**src/qspi_pkg.sv**
```systemverilog
/*
 * Shared definitions for the QSPI flash read engine.
 * Holds the flash opcodes, identification constants, width types,
 * the sequencer states and the control word passed to the shifter.
 */
package qspi_pkg;

    typedef logic [23:0] flash_addr_t;  // Byte address in the flash
    typedef logic [7:0]  flash_byte_t;  // Data, opcode or ID byte
    typedef logic [5:0]  bit_count_t;   // Bits left in a transfer

    typedef enum logic [3:0] {
        WAKE,
        READ_ID,
        WRITE_EN,
        WRITE_SR,
        WRITE_DIS,
        QUAD_OPEN,
        IDLE,
        QUAD_ADDR,
        QUAD_DATA,
        SER_CMD,
        SER_DATA,
        COOLDOWN
    } seq_state_t;

    // One transfer's setup, latched by the shifter on load
    typedef struct packed {
        logic        load;
        logic [39:0] payload;   // Sent MSB first
        logic        quad;      // Four lines per bit step
        logic        drive;     // Engine owns the data lines
        logic        capture;   // Assemble received bytes
    } shift_ctrl_t;

    localparam flash_byte_t OP_WAKE      = 8'hAB;
    localparam flash_byte_t OP_READ_ID   = 8'h9F;
    localparam flash_byte_t OP_WRITE_EN  = 8'h06;
    localparam flash_byte_t OP_WRITE_SR  = 8'h01;
    localparam flash_byte_t OP_WRITE_DIS = 8'h04;
    localparam flash_byte_t OP_QUAD_READ = 8'hEB;
    localparam flash_byte_t OP_FAST_READ = 8'h0B;

    localparam logic [15:0] SR_SETUP_WORD   = 16'h8002;  // QE set, protections cleared
    localparam flash_byte_t MODE_CONTINUOUS = 8'h20;
    localparam flash_byte_t VENDOR_ID       = 8'h1F;
    localparam logic [2:0]  DEVICE_FAMILY   = 3'b100;    // Top bits of the device byte

    localparam int unsigned QUAD_DUMMY_STEPS   = 4;
    localparam logic [1:0]  CS_COOLDOWN_CYCLES = 2'd2;

endpackage
```
**src/qspi_flash.sv**
```systemverilog
/*
 * QSPI flash read engine, top level.
 * Wait for setup_done, then hold addr and keep do_read high to stream
 * bytes, one per data_ready pulse. Drop do_read for a cycle to change addr.
 * Data lines leave as separate out, enable and in vectors.
 */
`timescale 1ns/1ns

module qspi_flash
    import qspi_pkg::*;
(
    input  logic        clk,
    input  logic        rst,
    input  flash_addr_t addr,
    input  logic        do_read,
    output logic        setup_done,
    output logic        data_ready,
    output flash_byte_t data,
    output logic        sclk,
    output logic        cs,
    output logic [3:0]  io_out,
    output logic [3:0]  io_oe,
    input  logic [3:0]  io_in
);

    logic        start;
    bit_count_t  bit_count;
    logic        quad;
    logic        cs_release;
    logic        xfer_done;
    logic        cooldown_busy;
    logic        shift_edge;
    logic        sample_edge;
    shift_ctrl_t ctrl;
    flash_byte_t rx_byte;
    logic        rx_strobe;

    qspi_sequencer i_sequencer (
        .clk(clk), .rst(rst), .addr(addr), .do_read(do_read),
        .xfer_done(xfer_done), .cooldown_busy(cooldown_busy),
        .rx_byte(rx_byte), .rx_strobe(rx_strobe),
        .start(start), .bit_count(bit_count), .quad(quad), .cs_release(cs_release),
        .ctrl(ctrl), .setup_done(setup_done), .data_ready(data_ready), .data(data)
    );

    qspi_bit_timer i_bit_timer (
        .clk(clk), .rst(rst), .start(start), .bit_count(bit_count), .quad(quad),
        .cs_release(cs_release), .sclk(sclk), .cs(cs), .shift_edge(shift_edge),
        .sample_edge(sample_edge), .xfer_done(xfer_done), .cooldown_busy(cooldown_busy)
    );

    qspi_shifter i_shifter (
        .clk(clk), .rst(rst), .ctrl(ctrl), .shift_edge(shift_edge),
        .sample_edge(sample_edge), .cs(cs), .io_in(io_in), .io_out(io_out),
        .io_oe(io_oe), .rx_byte(rx_byte), .rx_strobe(rx_strobe)
    );

endmodule

```
**src/qspi_shifter.sv**
```systemverilog
/*
 * Data line driver and receive byte assembler.
 * Loads a 40-bit payload from the sequencer and shifts it out MSB first,
 * one bit on si or one nibble on all four lines per serial clock.
 * Received bits are collected into bytes with a strobe per full byte.
 */
`timescale 1ns/1ns

module qspi_shifter
    import qspi_pkg::*;
(
    input  logic        clk,
    input  logic        rst,
    input  shift_ctrl_t ctrl,
    input  logic        shift_edge,
    input  logic        sample_edge,
    input  logic        cs,
    input  logic [3:0]  io_in,
    output logic [3:0]  io_out,
    output logic [3:0]  io_oe,
    output flash_byte_t rx_byte,
    output logic        rx_strobe
);

    logic [39:0] send_sr;
    flash_byte_t rx_sr;
    logic        quad_q;
    logic        drive_q;
    logic        capture_q;
    logic [3:0]  rx_bits;    // Bits gathered in the current byte
    logic [3:0]  rx_step;

    assign rx_step = quad_q ? 4'd4 : 4'd1;
    assign rx_byte = rx_sr;

    // Line order is {hold, wp, so, si}
    always_comb begin
        if (cs) begin
            io_oe  = 4'b0100;     // Keep write protect asserted while idle
            io_out = 4'b0000;
        end else if (!drive_q) begin
            io_oe  = 4'b0000;     // Flash owns the lines, or dummy steps
            io_out = 4'b0000;
        end else if (quad_q) begin
            io_oe  = 4'b1111;
            io_out = send_sr[39:36];
        end else begin
            io_oe  = 4'b0001;
            io_out = {3'b000, send_sr[39]};
        end
    end

    always_ff @(posedge clk) begin
        if (rst) begin
            quad_q    <= 1'b0;
            drive_q   <= 1'b0;
            capture_q <= 1'b0;
            rx_bits   <= '0;
            rx_strobe <= 1'b0;
        end else begin
            rx_strobe <= 1'b0;
            if (ctrl.load) begin
                quad_q    <= ctrl.quad;
                drive_q   <= ctrl.drive;
                capture_q <= ctrl.capture;
                rx_bits   <= '0;
            end else if (cs) begin
                rx_bits <= '0;    // Partial byte dropped on abort
            end else if (sample_edge && capture_q) begin
                if (rx_bits + rx_step == 4'd8) begin
                    rx_bits   <= '0;
                    rx_strobe <= 1'b1;
                end else begin
                    rx_bits <= rx_bits + rx_step;
                end
            end
        end
    end

    always_ff @(posedge clk) begin
        if (ctrl.load)
            send_sr <= ctrl.payload;
        else if (shift_edge)
            send_sr <= quad_q ? {send_sr[35:0], 4'h0} : {send_sr[38:0], 1'b0};

        if (sample_edge && capture_q)
            rx_sr <= quad_q ? {rx_sr[3:0], io_in} : {rx_sr[6:0], io_in[1]};  // so in serial
    end

endmodule

```
**src/qspi_sequencer.sv**
```systemverilog
/*
 * Setup and read FSM of the QSPI flash engine.
 * Runs wake, ID check and quad enable after reset, then serves host reads
 * in continuous quad mode or, for an unknown chip, with serial fast read.
 * Outputs toward the timer and shifter are combinational so transfers chain.
 */
`timescale 1ns/1ns

module qspi_sequencer
    import qspi_pkg::*;
(
    input  logic        clk,
    input  logic        rst,
    input  flash_addr_t addr,
    input  logic        do_read,
    input  logic        xfer_done,
    input  logic        cooldown_busy,
    input  flash_byte_t rx_byte,
    input  logic        rx_strobe,
    output logic        start,
    output bit_count_t  bit_count,
    output logic        quad,
    output logic        cs_release,
    output shift_ctrl_t ctrl,
    output logic        setup_done,
    output logic        data_ready,
    output flash_byte_t data
);

    seq_state_t  state, state_nx;
    seq_state_t  resume, resume_nx;   // Where to go once cs has cooled down
    logic [1:0]  phase, phase_nx;     // Sub-transfer within a state
    logic        quad_ok;
    logic        id_first;            // Next ID byte is the vendor byte
    logic        id_match;
    logic        setup_q;
    flash_byte_t short_op;
    seq_state_t  short_next;

    function automatic shift_ctrl_t make_ctrl(input logic [39:0] payload,
                                              input logic q,
                                              input logic d,
                                              input logic c);
        shift_ctrl_t w;
        w.load    = 1'b1;
        w.payload = payload;
        w.quad    = q;
        w.drive   = d;
        w.capture = c;
        return w;
    endfunction

    assign id_match   = quad_ok && (rx_byte[7:5] == DEVICE_FAMILY);
    assign quad       = (state == QUAD_ADDR) || (state == QUAD_DATA);
    assign setup_done = setup_q;
    assign data       = rx_byte;
    assign data_ready = rx_strobe && do_read && (state == QUAD_DATA || state == SER_DATA);

    // Single opcode commands
    always_comb begin
        case (state)
            WAKE: begin
                short_op   = OP_WAKE;
                short_next = READ_ID;
            end
            WRITE_EN: begin
                short_op   = OP_WRITE_EN;
                short_next = WRITE_SR;
            end
            default: begin
                short_op   = OP_WRITE_DIS;
                short_next = QUAD_OPEN;
            end
        endcase
    end

    always_comb begin
        state_nx   = state;
        phase_nx   = phase;
        resume_nx  = resume;
        start      = 1'b0;
        cs_release = 1'b0;
        bit_count  = '0;
        ctrl       = '0;
        case (state)
            WAKE, WRITE_EN, WRITE_DIS, WRITE_SR: begin
                if (phase == 2'd0 && !cooldown_busy) begin
                    start    = 1'b1;
                    phase_nx = 2'd1;
                    if (state == WRITE_SR) begin
                        bit_count = 6'd24;
                        ctrl = make_ctrl({OP_WRITE_SR, SR_SETUP_WORD, 16'h0}, 1'b0, 1'b1, 1'b0);
                    end else begin
                        bit_count = 6'd8;
                        ctrl = make_ctrl({short_op, 32'h0}, 1'b0, 1'b1, 1'b0);
                    end
                end else if (phase == 2'd1 && xfer_done) begin
                    cs_release = 1'b1;
                    state_nx   = COOLDOWN;
                    resume_nx  = (state == WRITE_SR) ? WRITE_DIS : short_next;
                end
            end
            READ_ID: begin
                if (phase == 2'd0 && !cooldown_busy) begin
                    start     = 1'b1;
                    bit_count = 6'd8;
                    ctrl      = make_ctrl({OP_READ_ID, 32'h0}, 1'b0, 1'b1, 1'b0);
                    phase_nx  = 2'd1;
                end else if (phase == 2'd1 && xfer_done) begin
                    start     = 1'b1;      // Vendor and device bytes
                    bit_count = 6'd16;
                    ctrl      = make_ctrl('0, 1'b0, 1'b0, 1'b1);
                    phase_nx  = 2'd2;
                end else if (phase == 2'd2 && xfer_done) begin
                    cs_release = 1'b1;
                    state_nx   = COOLDOWN;
                    resume_nx  = id_match ? WRITE_EN : IDLE;
                end
            end
            QUAD_OPEN: begin
                if (phase == 2'd0 && !cooldown_busy) begin
                    start     = 1'b1;
                    bit_count = 6'd8;
                    ctrl      = make_ctrl({OP_QUAD_READ, 32'h0}, 1'b0, 1'b1, 1'b0);
                    phase_nx  = 2'd1;
                end else if (phase == 2'd1 && xfer_done) begin
                    start     = 1'b1;      // Address zero plus mode byte, on four lines
                    bit_count = 6'd32;
                    ctrl      = make_ctrl({24'h0, MODE_CONTINUOUS, 8'h0}, 1'b1, 1'b1, 1'b0);
                    state_nx  = QUAD_ADDR;
                    phase_nx  = 2'd0;
                end
            end
            IDLE: begin
                if (do_read && !cooldown_busy) begin
                    start = 1'b1;
                    if (quad_ok) begin
                        bit_count = 6'd32;
                        ctrl      = make_ctrl({addr, MODE_CONTINUOUS, 8'h0}, 1'b1, 1'b1, 1'b0);
                        state_nx  = QUAD_ADDR;
                        phase_nx  = 2'd0;
                    end else begin
                        bit_count = 6'd40;  // Opcode, address and one dummy byte
                        ctrl      = make_ctrl({OP_FAST_READ, addr, 8'h0}, 1'b0, 1'b1, 1'b0);
                        state_nx  = SER_CMD;
                    end
                end
            end
            QUAD_ADDR: begin
                if (setup_q && !do_read) begin
                    cs_release = 1'b1;
                    state_nx   = COOLDOWN;
                    resume_nx  = IDLE;
                end else if (xfer_done && phase == 2'd0) begin
                    start     = 1'b1;      // Dummy steps with the lines released
                    bit_count = bit_count_t'(QUAD_DUMMY_STEPS * 4);
                    ctrl      = make_ctrl('0, 1'b1, 1'b0, 1'b0);
                    phase_nx  = 2'd1;
                end else if (xfer_done && !setup_q) begin
                    cs_release = 1'b1;     // Chip now in continuous mode
                    state_nx   = COOLDOWN;
                    resume_nx  = IDLE;
                end else if (xfer_done) begin
                    start     = 1'b1;
                    bit_count = 6'd8;
                    ctrl      = make_ctrl('0, 1'b1, 1'b0, 1'b1);
                    state_nx  = QUAD_DATA;
                end
            end
            QUAD_DATA, SER_CMD, SER_DATA: begin
                if (!do_read) begin
                    cs_release = 1'b1;
                    state_nx   = COOLDOWN;
                    resume_nx  = IDLE;
                end else if (xfer_done) begin
                    start     = 1'b1;      // Next byte, cs stays low
                    bit_count = 6'd8;
                    ctrl      = make_ctrl('0, quad, 1'b0, 1'b1);
                    state_nx  = (state == SER_CMD) ? SER_DATA : state;
                end
            end
            default: begin
                if (!cooldown_busy) begin
                    state_nx = resume;
                    phase_nx = 2'd0;
                end
            end
        endcase
    end

    always_ff @(posedge clk) begin
        if (rst) begin
            state    <= WAKE;
            phase    <= 2'd0;
            resume   <= IDLE;
            quad_ok  <= 1'b0;
            id_first <= 1'b0;
            setup_q  <= 1'b0;
        end else begin
            state  <= state_nx;
            phase  <= phase_nx;
            resume <= resume_nx;
            if (state_nx == IDLE)
                setup_q <= 1'b1;
            if (state == READ_ID && phase == 2'd0)
                id_first <= 1'b1;
            if (state == READ_ID && rx_strobe) begin
                id_first <= 1'b0;
                quad_ok  <= id_first ? (rx_byte == VENDOR_ID) : id_match;
            end
        end
    end

endmodule

```
**src/qspi_bit_timer.sv**
```systemverilog
/*
 * Serial clock, chip select and bit counter for one flash transfer.
 * A start loads the bit count and drops cs; sclk then toggles every clk.
 * cs_release raises cs at once and starts the cooldown counter.
 */
`timescale 1ns/1ns

module qspi_bit_timer
    import qspi_pkg::*;
(
    input  logic       clk,
    input  logic       rst,
    input  logic       start,
    input  bit_count_t bit_count,
    input  logic       quad,
    input  logic       cs_release,
    output logic       sclk,
    output logic       cs,
    output logic       shift_edge,
    output logic       sample_edge,
    output logic       xfer_done,
    output logic       cooldown_busy
);

    bit_count_t count;      // Bits still to go
    bit_count_t step;
    logic       running;
    logic [1:0] cooldown;

    assign step          = quad ? bit_count_t'(4) : bit_count_t'(1);
    assign running       = (count != '0);
    assign sample_edge   = running && !sclk;   // sclk about to rise
    assign shift_edge    = running && sclk;    // sclk about to fall
    assign xfer_done     = shift_edge && (count == step);
    assign cooldown_busy = (cooldown != '0);

    always_ff @(posedge clk) begin
        if (rst) begin
            cs       <= 1'b1;
            sclk     <= 1'b0;
            count    <= '0;
            cooldown <= '0;
        end else begin
            if (cooldown != '0)
                cooldown <= cooldown - 2'd1;

            if (cs_release) begin  // Also aborts a running transfer
                cs       <= 1'b1;
                sclk     <= 1'b0;
                count    <= '0;
                cooldown <= CS_COOLDOWN_CYCLES;
            end else if (start) begin
                cs    <= 1'b0;
                sclk  <= 1'b0;
                count <= bit_count;
            end else if (running) begin
                sclk <= ~sclk;
                if (sclk)
                    count <= count - step;
            end
        end
    end

endmodule

```
**config.mk**
```make
export PLATFORM = sky130hd
export DESIGN_NAME = qspi_flash
export DESIGN_NICKNAME = d
export VERILOG_FILES = /design/src/qspi_pkg.sv /design/src/qspi_flash.sv /design/src/qspi_shifter.sv /design/src/qspi_sequencer.sv /design/src/qspi_bit_timer.sv
export SDC_FILE = /design/constraint.sdc
export NUM_CORES = 1
export LEC_CHECK = 0
export ABC_CLOCK_PERIOD_IN_PS = 5250
export BUFFER_PORTS_ARGS = -buffer_cell sky130_fd_sc_hd__buf_2
export CORE_MARGIN = 1
export CORE_UTILIZATION = 35
export CTS_CLUSTER_DIAMETER = 120
export DETAILED_ROUTE_END_ITERATION = 16
export GPL_ROUTABILITY_DRIVEN = 0
export PLACE_DENSITY_LB_ADDON = 0.12
export SYNTH_ARGS = -nofsm -noshare
export SYNTH_HDL_FRONTEND = slang
export SYNTH_HIERARCHICAL = 1
export SYNTH_SLANG_ARGS = --single-unit
export TNS_END_PERCENT = 10
```
**constraint.sdc**
```tcl
create_clock -name clk -period 5.25 [get_ports clk]
set_input_delay 1.05 -clock clk [delete_from_list [all_inputs] [get_ports clk]]
set_output_delay 1.05 -clock clk [all_outputs]
set_load 0.01 [all_outputs]
```
== Word-level counts from Yosys, hierarchy flattened ==
Cells that the tools add are included.

* Register bits after elaboration: 79
* Input port bits: 31
* Output and inout bits: 20

* Add/subtract/negate cells: 3
* Eq/ne operators: 33
* Muxes and demuxes: 111
* Bitwise operators: 3
* Reductions and logical operators: 42

{| class="wikitable"
|+ Operators by type and width
! operator !! number
|-
| $mux W44 || 12
|-
| $pmux W44 S6 || 1
|-
| $mux W4 || 35
|-
| $mux W40 || 3
|-
| $mux W43 || 2
|-
| $mux W6 || 12
|-
| $pmux W6 S6 || 1
|-
| $mux W2 || 12
|-
| $pmux W4 S6 || 1
|-
| $eq A4 B3 Y1 const B || 5
|-
| $mux W1 || 19
|-
| $reduce_and A9 Y1 || 2
|-
| $eq A4 B4 Y1 const B || 4
|-
| $logic_and A1 B1 Y1 || 16
|-
| $pmux W4 S4 || 1
|-
| $pmux W8 S2 || 1
|-
| $mux W3 || 4
|-
| $ne A2 B2 Y1 const B || 6
|-
| $pmux W2 S6 || 1
|-
| $mux W5 || 2
|-
| $ne A2 B1 Y1 const B || 5
|-
| $reduce_bool A2 Y1 || 5
|-
| $reduce_or A3 Y1 || 3
|-
| $eq A4 B2 Y1 const B || 2
|-
| other kinds (26) || 37
|}

== Logic depth before layout (Yosys ltp) ==
Gate-level depths: netlist of run 1.

* Word-level depth: 12
* Depth in mapped cells: 18
* Depth with buffers taken out: 14

== By module ==
Netlist of run 1, hierarchy kept.

{| class="wikitable"
|+ Modules (own cells, without submodules)
! module !! times used !! cells each !! area each (µm²) !! sequential area each (µm²)
|-
| qspi_shifter || 1 || 234 || 2,778.9 || 1,601.5
|-
| qspi_sequencer || 1 || 255 || 1,810.5 || 240.2
|-
| qspi_bit_timer || 1 || 71 || 588.1 || 200.2
|}

== Worst setup path before layout of run 1 ==
OpenSTA, ideal clock, no wires.

* Path type: register to register
* From: register i_sequencer.state[1]
* To: register i_shifter.send_sr[0] (enable)
* Arrival: 3,859 ps
* Setup slack: 992 ps
* Cell stages (with the launch flop): 17
* Clock period less this slack: 4,258 ps
* Path through: dfxtp_1 -> buf_6 -> buf_2 -> buf_2 -> o31ai_1 -> inv_1 -> ha_1 -> nand4_1 -> nor4_1 -> and3b_1 -> buf_6 -> a21oi_1 -> a2bb2oi_1 -> o2111ai_1 -> buf_6 -> buf_2 -> or2_1

{| class="wikitable"
|+ RTL lines
! item !! line !! text
|-
| start: declaration || qspi_sequencer.sv:30 || <nowiki>seq_state_t state, state_nx;</nowiki>
|-
| start signal: assignment || qspi_sequencer.sv:200 || <nowiki>state <= state_nx;</nowiki>
|-
| end signal: assignment || qspi_shifter.sv:82 || <nowiki>send_sr <= ctrl.payload;</nowiki>
|-
| end signal: assignment || qspi_shifter.sv:84 || <nowiki>send_sr <= quad_q ? {send_sr[35:0], 4'h0} : {send_sr[38:0], 1'b0};</nowiki>
|-
| end: declaration || qspi_shifter.sv:25 || <nowiki>logic [39:0] send_sr;</nowiki>
|}

==> summary.md, run 1 <==
| Metric | Value |
|---|---|
| FF+latch area | between 2000 and 2500 um^2 |
| Crit path to | i_shifter/send_sr[18] |
| Power per cell area | 304 nW/um^2 |
| Largest net degree at the start of global routing | about 80 |
| Post-synth ARST share | 0% |
| Pleak | 2.12 nW |
| IO buf count | 50 |
| Mean Syn Cell Area | approximately 9.2 um^2 |
| RSZ-0062 raised after global routing | false |
| Fin crit share | 77.6% |
| First-pass GRT wire length | around 21 mm |
| Final ANT Viol Nets | 0 |
| Core outline area | 14500 um^2 |
| Critical R2R Launch | i_sequencer/state[2] |
| Layout cells sized above 1 | 16.5% |
| Area of the multi-input gates | 2790 um^2 |
| CP Class | reg2reg |
| Resize count post-CTS | 0 |
| Relative slew slack | 31.9% |
| GR Overflow Total | 0 |
| Setup violators final | 0 |
| Placed cells | 755 |
| Total Nets Final | 619 |
| Clk Latency, worst-skew pair | roughly 0.35 ns |
| Slew Limit Fails | 0 |
| Initial antenna violation count | 0 |
| Die extent in y | 124 um |
| # IOs | 51 |
| Cells on worst reg2reg path | 13 |
| Die width | approximately 120 um |
| Comb power frac | 16.7% |
| Flop pwr share | 46.8% |
| Core Util, Final | 39.7% |
| Count of final hold-check violations | 0 |
| Clk_skew | 0.00961 ns |
| Post-synth EDFFs | 48 |
| Yosys reg bits | 78 |
| CTS tree | yes |
| CTS Hold Bufs | 0 |
| Largest fanout on the critical path | 40 |
| Detail-routed via count per cell | 5.37 |
| Root buf cell | clkbuf_16 |
| Setup WS post-layout | 1.17 ns |
| Status | finished clean |
| Sw Pwr | ~0.51 mW |
| R2r endpoint | i_shifter/send_sr[18] |
| Setup slack, reg-to-reg | 1.17 ns |
| GR Util All Layers | 18.3% |
| Crit path arrival time | about 4.1 ns |
| Clock Power Share | a little over a third |
| Rows | 44 |
| Via count | 4142 |
| CTS H-tree depth | 3 |
| Top_reg_cell synth | edfxtp_1 |
| Pre-CTS setup slack | 1.20 ns |
| Final TNS setup | 0 ns |
| Worst hold path type | reg2reg |
| Synth Warn # | 6 |
| Minimum clock period | 4.08 ns |
| Int Power | 1.24 mW |
| Setup Fix Bufs, Post-CTS | 0 |
| Drt first-iter violations | 289 |
| ANT cells | 0 |
| Post-Layout Cell Count | 771 |
| Die Area | 15300 um^2 |
| Worst Tran Pin Value | 1.01 ns |
| Initial DRT Pass Iterations | 5 |
| Number of max-cap violations | 0 |
| Worst setup startpoint | i_sequencer/state[2] |
| Post-synth cell types | 74 |
| Worst-path clk slew | around 0.06 ns |
| Worst Hold Margin | between 0.4 and 0.5 ns |
| Syn Inst Count | 560 |
| Max Clock Freq | 245 MHz |
| Initial core utilization | 35.8% |
| WP data required | about 5.2 ns |
| # DRC | 0 |
| CP Capture Type | flop |
| Register area share after synthesis | 39.4% |
| Synthesis-to-finish area growth | 11.0% |
| Fill cell count | 1474 |
| Clock tree sinks | 78 |
| Num CTS Buffers | 9 |
| Clock buffer depth | 2 |
| Post-Synthesis Cell Area | between 5000 and 6000 um^2 |
| DP Wirelength | 9.61 mm |
| Critical Path Start Type | flop |
| Switching part of the total power | 29.0% |
| Final wirelength | 13.4 mm |
| Mean routed wirelength per cell | 17.4 um |
| VDD IR max | 131 uV |
| Vias in the first global route | roughly 4000 |
==> cells by family after synthesis <==
group	share of synthesized area (%)
muxes	14.2
other	0.0724
AOI/OAI and AO/OA	17.1
adders and majority gates	1.45
DFF	39.4
and+or+nand+nor	19.2
xor gates and xnor gates	0.677
buffers and inverters	7.83
==> how the worst min path moves through the flow <==
stage / startpoint / slack [ns] / endpoint / cells after the start
after CTS: i_bit_timer/cooldown[0] / 0.45 / i_bit_timer/cooldown[0] / 1
after floorplan: i_bit_timer/cooldown[0] / 0.41 / i_bit_timer/cooldown[0] / 1
after detailed placement: i_bit_timer/cooldown[0] / 0.44 / i_bit_timer/cooldown[0] / 1
after global placement: i_bit_timer/cooldown[0] / 0.42 / i_bit_timer/cooldown[0] / 1
after global routing: i_bit_timer/cooldown[0] / 0.47 / i_bit_timer/cooldown[0] / 1
final: i_bit_timer/cooldown[0] / 0.45 / i_bit_timer/cooldown[0] / 1
==> cell type report <==
type,instances,share of cell area [%]
clock buffer,10,3.99
tap,184,4.01
inverter,15,0.980
sequential,78,35.6
clock inverter,6,1.24
timing repair buffer,59,5.75
multi-input combinational,419,48.5
==> sequential cells by signal, indices dropped and copies added, names as in the netlist <==
signal and flops:
i_sequencer/id_first 1, i_bit_timer/sclk 1, i_bit_timer/count 6, i_sequencer/resume 3
i_shifter/rx_strobe 1, i_sequencer/setup_done 1, i_bit_timer/cooldown 2, i_shifter/capture_q 1
i_bit_timer/cs 1, i_shifter/rx_byte 8, i_shifter/drive_q 1, i_sequencer/state 4
i_sequencer/quad_ok 1, i_shifter/rx_bits 4, i_sequencer/phase 2, i_shifter/send_sr 40
i_shifter/quad_q 1
==> layer usage <==
metal	part of all wire (%)	track usage (%)	routed length, um	vias up
met5	0	0	0	-
met4	1.4	5.72	185	0
met3	5.0	4.26	667	15
met2	46	28.5	6120	102
met1	48	24.8	6440	1973
li1	-	-	-	2052
==> cells in the mapped netlist (4+ instances only) <==
master,number,area (um^2)
and2_1,11,68.8
a21oi_1,22,110
o31ai_1,6,45.0
nand2b_1,7,43.8
and3_1,6,37.5
buf_2,12,60.1
a21o_1,5,37.5
nand4_1,5,31.3
dfxtp_1,30,601
nand3_1,13,65.1
o21ai_0,13,65.1
nor2b_1,9,56.3
nor2_1,47,176
o21ai_1,39,195
nand2_1,64,240
nor4_1,4,25.0
inv_1,13,48.8
ha_1,6,75.1
nor3_1,4,20.0
edfxtp_1,48,1440
mux2i_1,63,631
mux2_1,8,90.1
clkbuf_1,17,63.8
a22o_1,6,52.6
a31oi_1,4,25.0
a211oi_1,5,37.5
buf_4,25,188
==> power groups by stage <==
stage | Sequential [mW] | Clock, mW | Combinational, mW
floorplan | 0.800 | 0 | 0.223
global placement | 0.832 | 0 | 0.290
detailed placement | 0.832 | 0 | 0.290
CTS | 0.819 | 0.654 | 0.292
global route | 0.828 | 0.677 | 0.326
finish | 0.818 | 0.637 | 0.291
==> placed cells by master (no fill, tap or decap), types with 3 or more instances in the layout <==
master      n
a21oi_1    22
nor3_1      4
nand2_1    64
a211oi_1    5
nor4_1      4
nand4_1     5
ha_1        6
conb_1     11
a22o_1      6
and3_1      6
a21o_1      5
clkbuf_16   9
dfxtp_1    29
edfxtp_1   48
mux2_1      8
or3_1       3
o31ai_1     6
nand2b_1    7
nand3b_1    3
and2_1     11
xnor2_1     3
inv_1      13
nor2b_1     9
buf_2      50
buf_4       8
nand3_1    13
o21ai_0    13
o21ai_1    39
nor2_1     47
a31oi_1     4
or2_2       3
mux2i_1    63
==> per-stage QoR <==
step	area (um^2)	total power, mW
floorplan	5220	1.02
global placement	5450	1.12
detailed placement	5450	1.12
CTS	5750	1.76
global route	5750	1.83
finish	5750	1.75
==> critical path, cell delays in order, from the launching register on <==
cell       delay (ns)
dfxtp_1          0.65
nand4b_2         0.35
o31ai_1          0.20
inv_1            0.12
ha_1             0.40
nand4_1          0.11
nor4_1           0.18
buf_4            0.21
and3b_1          0.33
a21oi_1          0.12
a2bb2oi_1        0.18
o2111ai_4        0.24
or2_1            0.14
buf_4            0.45
Power figures use the tool's default switching activity.
==> run 2: changes to the inputs <==
--- a/config.mk
+++ b/config.mk
@@ -5,7 +5,7 @@
 export SDC_FILE = /design/constraint.sdc
 export NUM_CORES = 1
 export LEC_CHECK = 0
-export ABC_CLOCK_PERIOD_IN_PS = 5250
+export ABC_CLOCK_PERIOD_IN_PS = 4200
 export BUFFER_PORTS_ARGS = -buffer_cell sky130_fd_sc_hd__buf_2
 export CORE_MARGIN = 1
 export CORE_UTILIZATION = 35
==> constraint.sdc (replaced) <==
create_clock -name clk -period 4.2 [get_ports clk]
set_input_delay 0.84 -clock clk [delete_from_list [all_inputs] [get_ports clk]]
set_output_delay 0.84 -clock clk [all_outputs]
set_load 0.01 [all_outputs]
==> run 2 against run 1 <==
Hold slack got worse by 0.0075 ns. Routed wire length grew 2.8%. Clock power grew 42%. Utilization rose by 0.45 points. Sequential power is 26% higher. Die area unchanged. First-iteration DRC count rose by 40%. Register-to-register slack lost 0.64 ns. Fmax increased by 11%. Sequential cell count unchanged. Via count is 2.2% higher. Sequential share of layout area is 0.40 points lower. Critical path type unchanged. Highest routed layer unchanged.
==> summary.md, run 2 (synthesized netlist as in run 1, its figures left out) <==
| Metric | Value |
|---|---|
| Status | finished clean |
| Clock Power Share | about two fifths |
| Count of final hold-check violations | 0 |
| Critical Path Max Stage Delay | 0.47 ns |
| Mean routed wirelength per cell | 17.8 um |
| Core outline area | 14500 um^2 |
| Placed Area | 5470 um^2 |
| Resize count post-CTS | 0 |
| Hold path start | i_bit_timer/cooldown[0] |
| Post-route cell area | 5810 um^2 |
| Setup WS post-layout | 0.537 ns |
| Drt first-iter violations | 405 |
| First-pass GRT wire length | between 20 and 25 mm |
| Number of flip-flops in the largest register | 40 |
| Setup Fix Bufs, Post-CTS | 0 |
| Int Power | 1.66 mW |
| Slew Limit Fails | 0 |
| Clk Latency, worst-skew pair | 0.34 ns |
| Total Nets Final | 624 |
| Switching part of the total power | a little over a quarter |
| Crit path arrival time | between 3 and 4 ns |
| # DRC | 0 |
| Vias in the first global route | 4053 |
| Total power | 2.29 mW |
| Via count | 4233 |
| Final wirelength | 13.8 mm |
| Clock buffer depth | 2 |
| CTS Hold Bufs | 0 |
| Final TNS setup | 0 ns |
| Die width | roughly 120 um |
| WP data required | 4.27 ns |
| Root buf cell | clkbuf_16 |
| Final ANT Viol Nets | 0 |
| Most common cell after layout, fill and taps aside | nand2_1 |
| WHS Path Cells | 1 |
| Layout cells sized above 1 | 17.2% |
| Comb power frac | 15.6% |
| Num CTS Buffers | 9 |
| RSZ-0062 raised after global routing | false |
| Die extent in y | 124 um |
| Flop pwr share | 44.8% |
| Worst-path clk slew | 0.06 ns |
| Minimum clock period | between 3 and 4 ns |
| Critical Path Start Type | flop |
| IO buf count | 50 |
| DP Wirelength | 9.86 mm |
| Max Clock Freq | 273 MHz |
| Area of the multi-input gates | between 2000 and 3000 um^2 |
| FF+latch area | roughly 2000 um^2 |
| CTS tree | yes |
| Die Area | 15300 um^2 |
| Post-Layout Cell Count | around 780 |
| Pre-CTS setup slack | 0.543 ns |
| Worst-path cell chain | nand2b_1 -> o31ai_1 -> inv_1 -> ha_1 -> nand4_1 -> nor4_1 -> and3b_1 -> a21oi_1 -> a2bb2oi_1 -> o2111ai_4 -> buf_4 -> buf_4 -> o21ai_1 |
| Power per cell area | between 300 and 400 nW/um^2 |
| Initial DRT Pass Iterations | 5 |
| GR Overflow Total | 0 |
| Initial antenna violation count | 0 |
| Fill cell count | ~1500 |
| CTS H-tree depth | 3 |
| Worst hold path type | reg2reg |
| Placed cells | 760 |
| Clk_skew | 0.00901 ns |
| Synthesis-to-finish area growth | 12.2% |
| Most frequent cells in the layout | nand2_1, mux2i_1, buf_2 |
| Cells on worst reg2reg path | 13 |
| Fin crit share | 87.2% |
| Sw Pwr | 0.628 mW |
| GR Util All Layers | 19.0% |
| Largest fanout on the critical path | 48 |
| Relative slew slack | 32.2% |
| Largest net degree at the start of global routing | 49 |
| Critical R2R Launch | i_sequencer/state[2] |
| Number of max-cap violations | 0 |
| ANT cells | 0 |
| # IOs | 51 |
| Clock tree sinks | approximately 80 |
| Rows | 44 |
| Setup slack, reg-to-reg | 0.54 ns |
| Worst Hold End | i_bit_timer/cooldown[0] |
| CP Capture Type | flop |
| Core Util, Final | 40.1% |
| Worst Tran Pin Value | ~1 ns |
| Detail-routed via count per cell | 5.45 |
| Pleak | 2.16 nW |
| Register with the most flip-flops | i_shifter/send_sr |
| CP Class | reg2reg |
| CP most frequent cell | buf_4 |
| Worst Hold Margin | between 0.4 and 0.5 ns |
| Crit-path slowest cell | buf_4 |
| VDD IR max | 162 uV |
| Initial core utilization | 35.8% |
| Setup violators final | 0 |
| R2r endpoint | i_shifter/send_sr[26] |
==> run 2: cell count changes in the layout (fill, tap and decap cells not counted), sizes merged <==
cell,before,now
buf,59,64
inv,16,15
clkinv,2,3
clkinvlp,2,0
bufinv,1,3
==> run 2: layout make-up <==
class / count / share of cell area (%)
well taps: 184 / 3.96
flip-flops and latches: 78 / 35.2
clock inverters: 6 / 1.92
clock buffers: 10 / 3.94
multi-input cells: 419 / 47.9
inverters: 15 / 0.969
repair buffers: 64 / 6.12
==> run 2: worst max path at each step <==
stage,startpoint,slack (ns),cells past startpoint,end
global placement,i_sequencer/state[3],0.58,14,i_shifter/quad_q
finish,i_sequencer/state[2],0.54,13,i_shifter/send_sr[26]
CTS,i_sequencer/state[2],0.52,13,i_shifter/send_sr[26]
floorplan,i_sequencer/state[1],0.33,16,i_shifter/send_sr[0]
global route,i_sequencer/state[3],0.11,13,i_shifter/send_sr[26]
detailed placement,i_sequencer/state[2],0.54,14,i_shifter/drive_q
==> run 2: critical path, delay by kind of cell, from the launching register on <==
| kind | cells | cell delay, ns |
|---|---|---|
| compound gates | 5 | 0.89 |
| fa+ha+maj | 1 | 0.40 |
| buf+inv | 3 | 0.94 |
| flops | 1 | 0.35 |
| simple gates | 4 | 0.78 |
==> run 2: power by group through the flow <==
stage                     combinational, mW  sequential (mW)  clock (mW)
after floorplan                       0.279             1.00           0
after global placement                0.354             1.05           0
after detailed placement              0.356             1.04           0
after CTS                             0.357             1.03       0.929
after global routing                  0.399             1.04       0.960
final                                 0.357             1.03       0.907
==> run 2: per-layer routing <==
metal / global-route usage, % / wire [um] / vias up
li1: - / - / 2056
met1: 26.0 / 6600 / 2055
met2: 30.6 / 6410 / 113
met3: 2.75 / 635 / 9
met4: 6.10 / 122 / 0
met5: 0 / 0 / -
==> run 3: changes to the inputs <==
--- a/config.mk
+++ b/config.mk
@@ -7,12 +7,14 @@
 export LEC_CHECK = 0
 export ABC_CLOCK_PERIOD_IN_PS = 4200
 export BUFFER_PORTS_ARGS = -buffer_cell sky130_fd_sc_hd__buf_2
+export CAP_MARGIN = 5
 export CORE_MARGIN = 1
 export CORE_UTILIZATION = 35
 export CTS_CLUSTER_DIAMETER = 120
 export DETAILED_ROUTE_END_ITERATION = 16
 export GPL_ROUTABILITY_DRIVEN = 0
-export PLACE_DENSITY_LB_ADDON = 0.12
+export PLACE_DENSITY = 0.51
+export SLEW_MARGIN = 20
 export SYNTH_ARGS = -nofsm -noshare
 export SYNTH_HDL_FRONTEND = slang
 export SYNTH_HIERARCHICAL = 1
==> run 3 against run 2 <==
Clock skew decreased by 0.00076 ns. Setup slack worse by 0.12 ns. Clock-buffer cell count rose by 1. Final cell count shrank 0.13%. Via count rose by 0.50%. Combinational power is essentially flat. Hold slack got worse by 0.0049 ns. Sequential power hardly changed. Power fell by 7.1%. Sequential share of layout area rose by 0.44 points. Critical path depth unchanged.
==> summary.md, run 3 (synthesized netlist as in run 1, its figures left out) <==
| Metric | Value |
|---|---|
| Status | finished clean |
| Detail-routed via count per cell | 5.49 |
| Num CTS Buffers | 9 |
| Final TNS setup | 0 ns |
| Final wirelength | 13.6 mm |
| CTS H-tree depth | 3 |
| First-pass GRT wire length | 21.3 mm |
| # DRC | 0 |
| CTS tree | yes |
| Most common cell after layout, fill and taps aside | nand2_1 |
| Slew Limit Fails | 0 |
| Vias in the first global route | between 3000 and 4000 |
| Minimum clock period | 3.79 ns |
| Fill cell count | 1457 |
| Mean routed wirelength per cell | 17.5 um |
| Worst-path clk slew | roughly 0.06 ns |
| WP data required | 4.28 ns |
| Largest net degree at the start of global routing | 47 |
| Synthesis-to-finish area growth | 10.9% |
| RSZ-0062 raised after global routing | false |
| ANT cells | 0 |
| Fin crit share | 90.1% |
| VDD IR max | 182 uV |
| Initial core utilization | 35.8% |
| Die Area | 15300 um^2 |
| Final ANT Viol Nets | 0 |
| DP Wirelength | roughly 9.6 mm |
| Clock tree sinks | 78 |
| Largest fanout on the critical path | 44 |
| Number of max-cap violations | 0 |
| Clk_skew | between 0.008 and 0.009 ns |
| IO buf count | 50 |
| Setup Fix Bufs, Post-CTS | 0 |
| Clk Latency, worst-skew pair | ~0.35 ns |
| CP Class | reg2reg |
| Pleak | 2.12 nW |
| # IOs | 51 |
| Crit path arrival time | 3.87 ns |
| Via count | about 4300 |
| Rows | 44 |
| Worst hold path type | reg2reg |
| CP Capture Type | flop |
| Number of flip-flops in the largest register | 40 |
| GR Util All Layers | a little under a fifth |
| Resize count post-CTS | 0 |
| Core outline area | 14500 um^2 |
| Die width | 124 um |
| Register with the most flip-flops | i_shifter/send_sr |
| Layout cells sized above 1 | 17.3% |
| Pre-CTS setup slack | just under 0.5 ns |
| Power per cell area | 371 nW/um^2 |
| Root buf cell | clkbuf_16 |
| Max Clock Freq | between 200 and 300 MHz |
| Setup WS post-layout | 0.414 ns |
| CTS Hold Bufs | 0 |
| Setup violators final | 0 |
| GR Overflow Total | 0 |
| Critical Path Start Type | flop |
| Die extent in y | 124 um |
| Drt first-iter violations | 550 |
| Initial antenna violation count | 0 |
| Count of final hold-check violations | 0 |
| Worst Tran Pin Value | ~1 ns |
| Total Nets Final | 623 |
| Most frequent cells in the layout | nand2_1, mux2i_1, buf_2 |
| Clock buffer depth | 2 |
| Initial DRT Pass Iterations | 5 |
| Relative slew slack | 33.5% |
-- run 3: cell type report --
class | count | area [um^2] | share of cell area, %
Inverter | 15 | 56.3 | 0.981
Timing Repair Buffer | 63 | 348 | 6.06
Sequential cell | 78 | 2040 | 35.6
Multi-Input combinational cell | 419 | 2790 | 48.5
Clock inverter | 5 | 33.8 | 0.589
Clock buffer | 11 | 243 | 4.23
Tap cell | 184 | 230 | 4.01
-- run 3: per-stage QoR --
| step | instance area, um^2 | utilization [%] | hold slack, ns | std cells | total power, mW |
|---|---|---|---|---|---|
| 2_1_floorplan | 5220 | - | 0.413 | 570 | 1.28 |
| 3_3_place_gp | 5460 | 37.7 | 0.427 | 759 | 1.39 |
| 3_5_place_dp | 5460 | 37.7 | 0.433 | 759 | 1.40 |
| 4_1_cts | 5740 | 39.6 | 0.439 | 775 | 2.15 |
| 5_1_grt | 5740 | 39.6 | 0.456 | 775 | 2.23 |
| 6_report | 5740 | 39.6 | 0.434 | 775 | 2.13 |
-- run 3: power breakdown --
part,switching (mW),total (mW),leakage [nW],internal (mW)
logic,0.221,0.357,1.23,0.137
registers,0.0811,1.02,0.764,0.944
clock network,0.329,0.746,0.132,0.417
-- run 3: path summary, 6_finish.rpt --
check                          start                       to  slack, ns  depth (start not counted)
max reg2reg     i_sequencer/state[3]    i_shifter/send_sr[31]       0.41                         13
min reg2reg  i_bit_timer/cooldown[0]  i_bit_timer/cooldown[0]       0.43                          1
min          i_bit_timer/cooldown[0]  i_bit_timer/cooldown[0]       0.43                          1
max             i_sequencer/state[3]    i_shifter/send_sr[31]       0.41                         13
-- run 3: worst max-delay path: stages, from the launching register on --
cell,delay [ns]
dfxtp_1,0.50
nand2b_1,0.11
o31ai_1,0.28
inv_1,0.13
ha_1,0.40
nand4_1,0.11
nor4_1,0.28
and3b_1,0.24
a21oi_1,0.07
a2bb2oi_1,0.18
o2111ai_4,0.21
buf_4,0.42
buf_4,0.42
o21ai_1,0.14
-- run 3: layer usage --
layer | global-route usage (%) | wire, um | vias to the layer above
li1 | - | - | 2068
met3 | 2.43 | 660 | 17
met2 | 28.5 | 6210 | 126
met1 | 26.2 | 6420 | 2043
met5 | 0 | 0 | -
met4 | 8.21 | 295 | 0
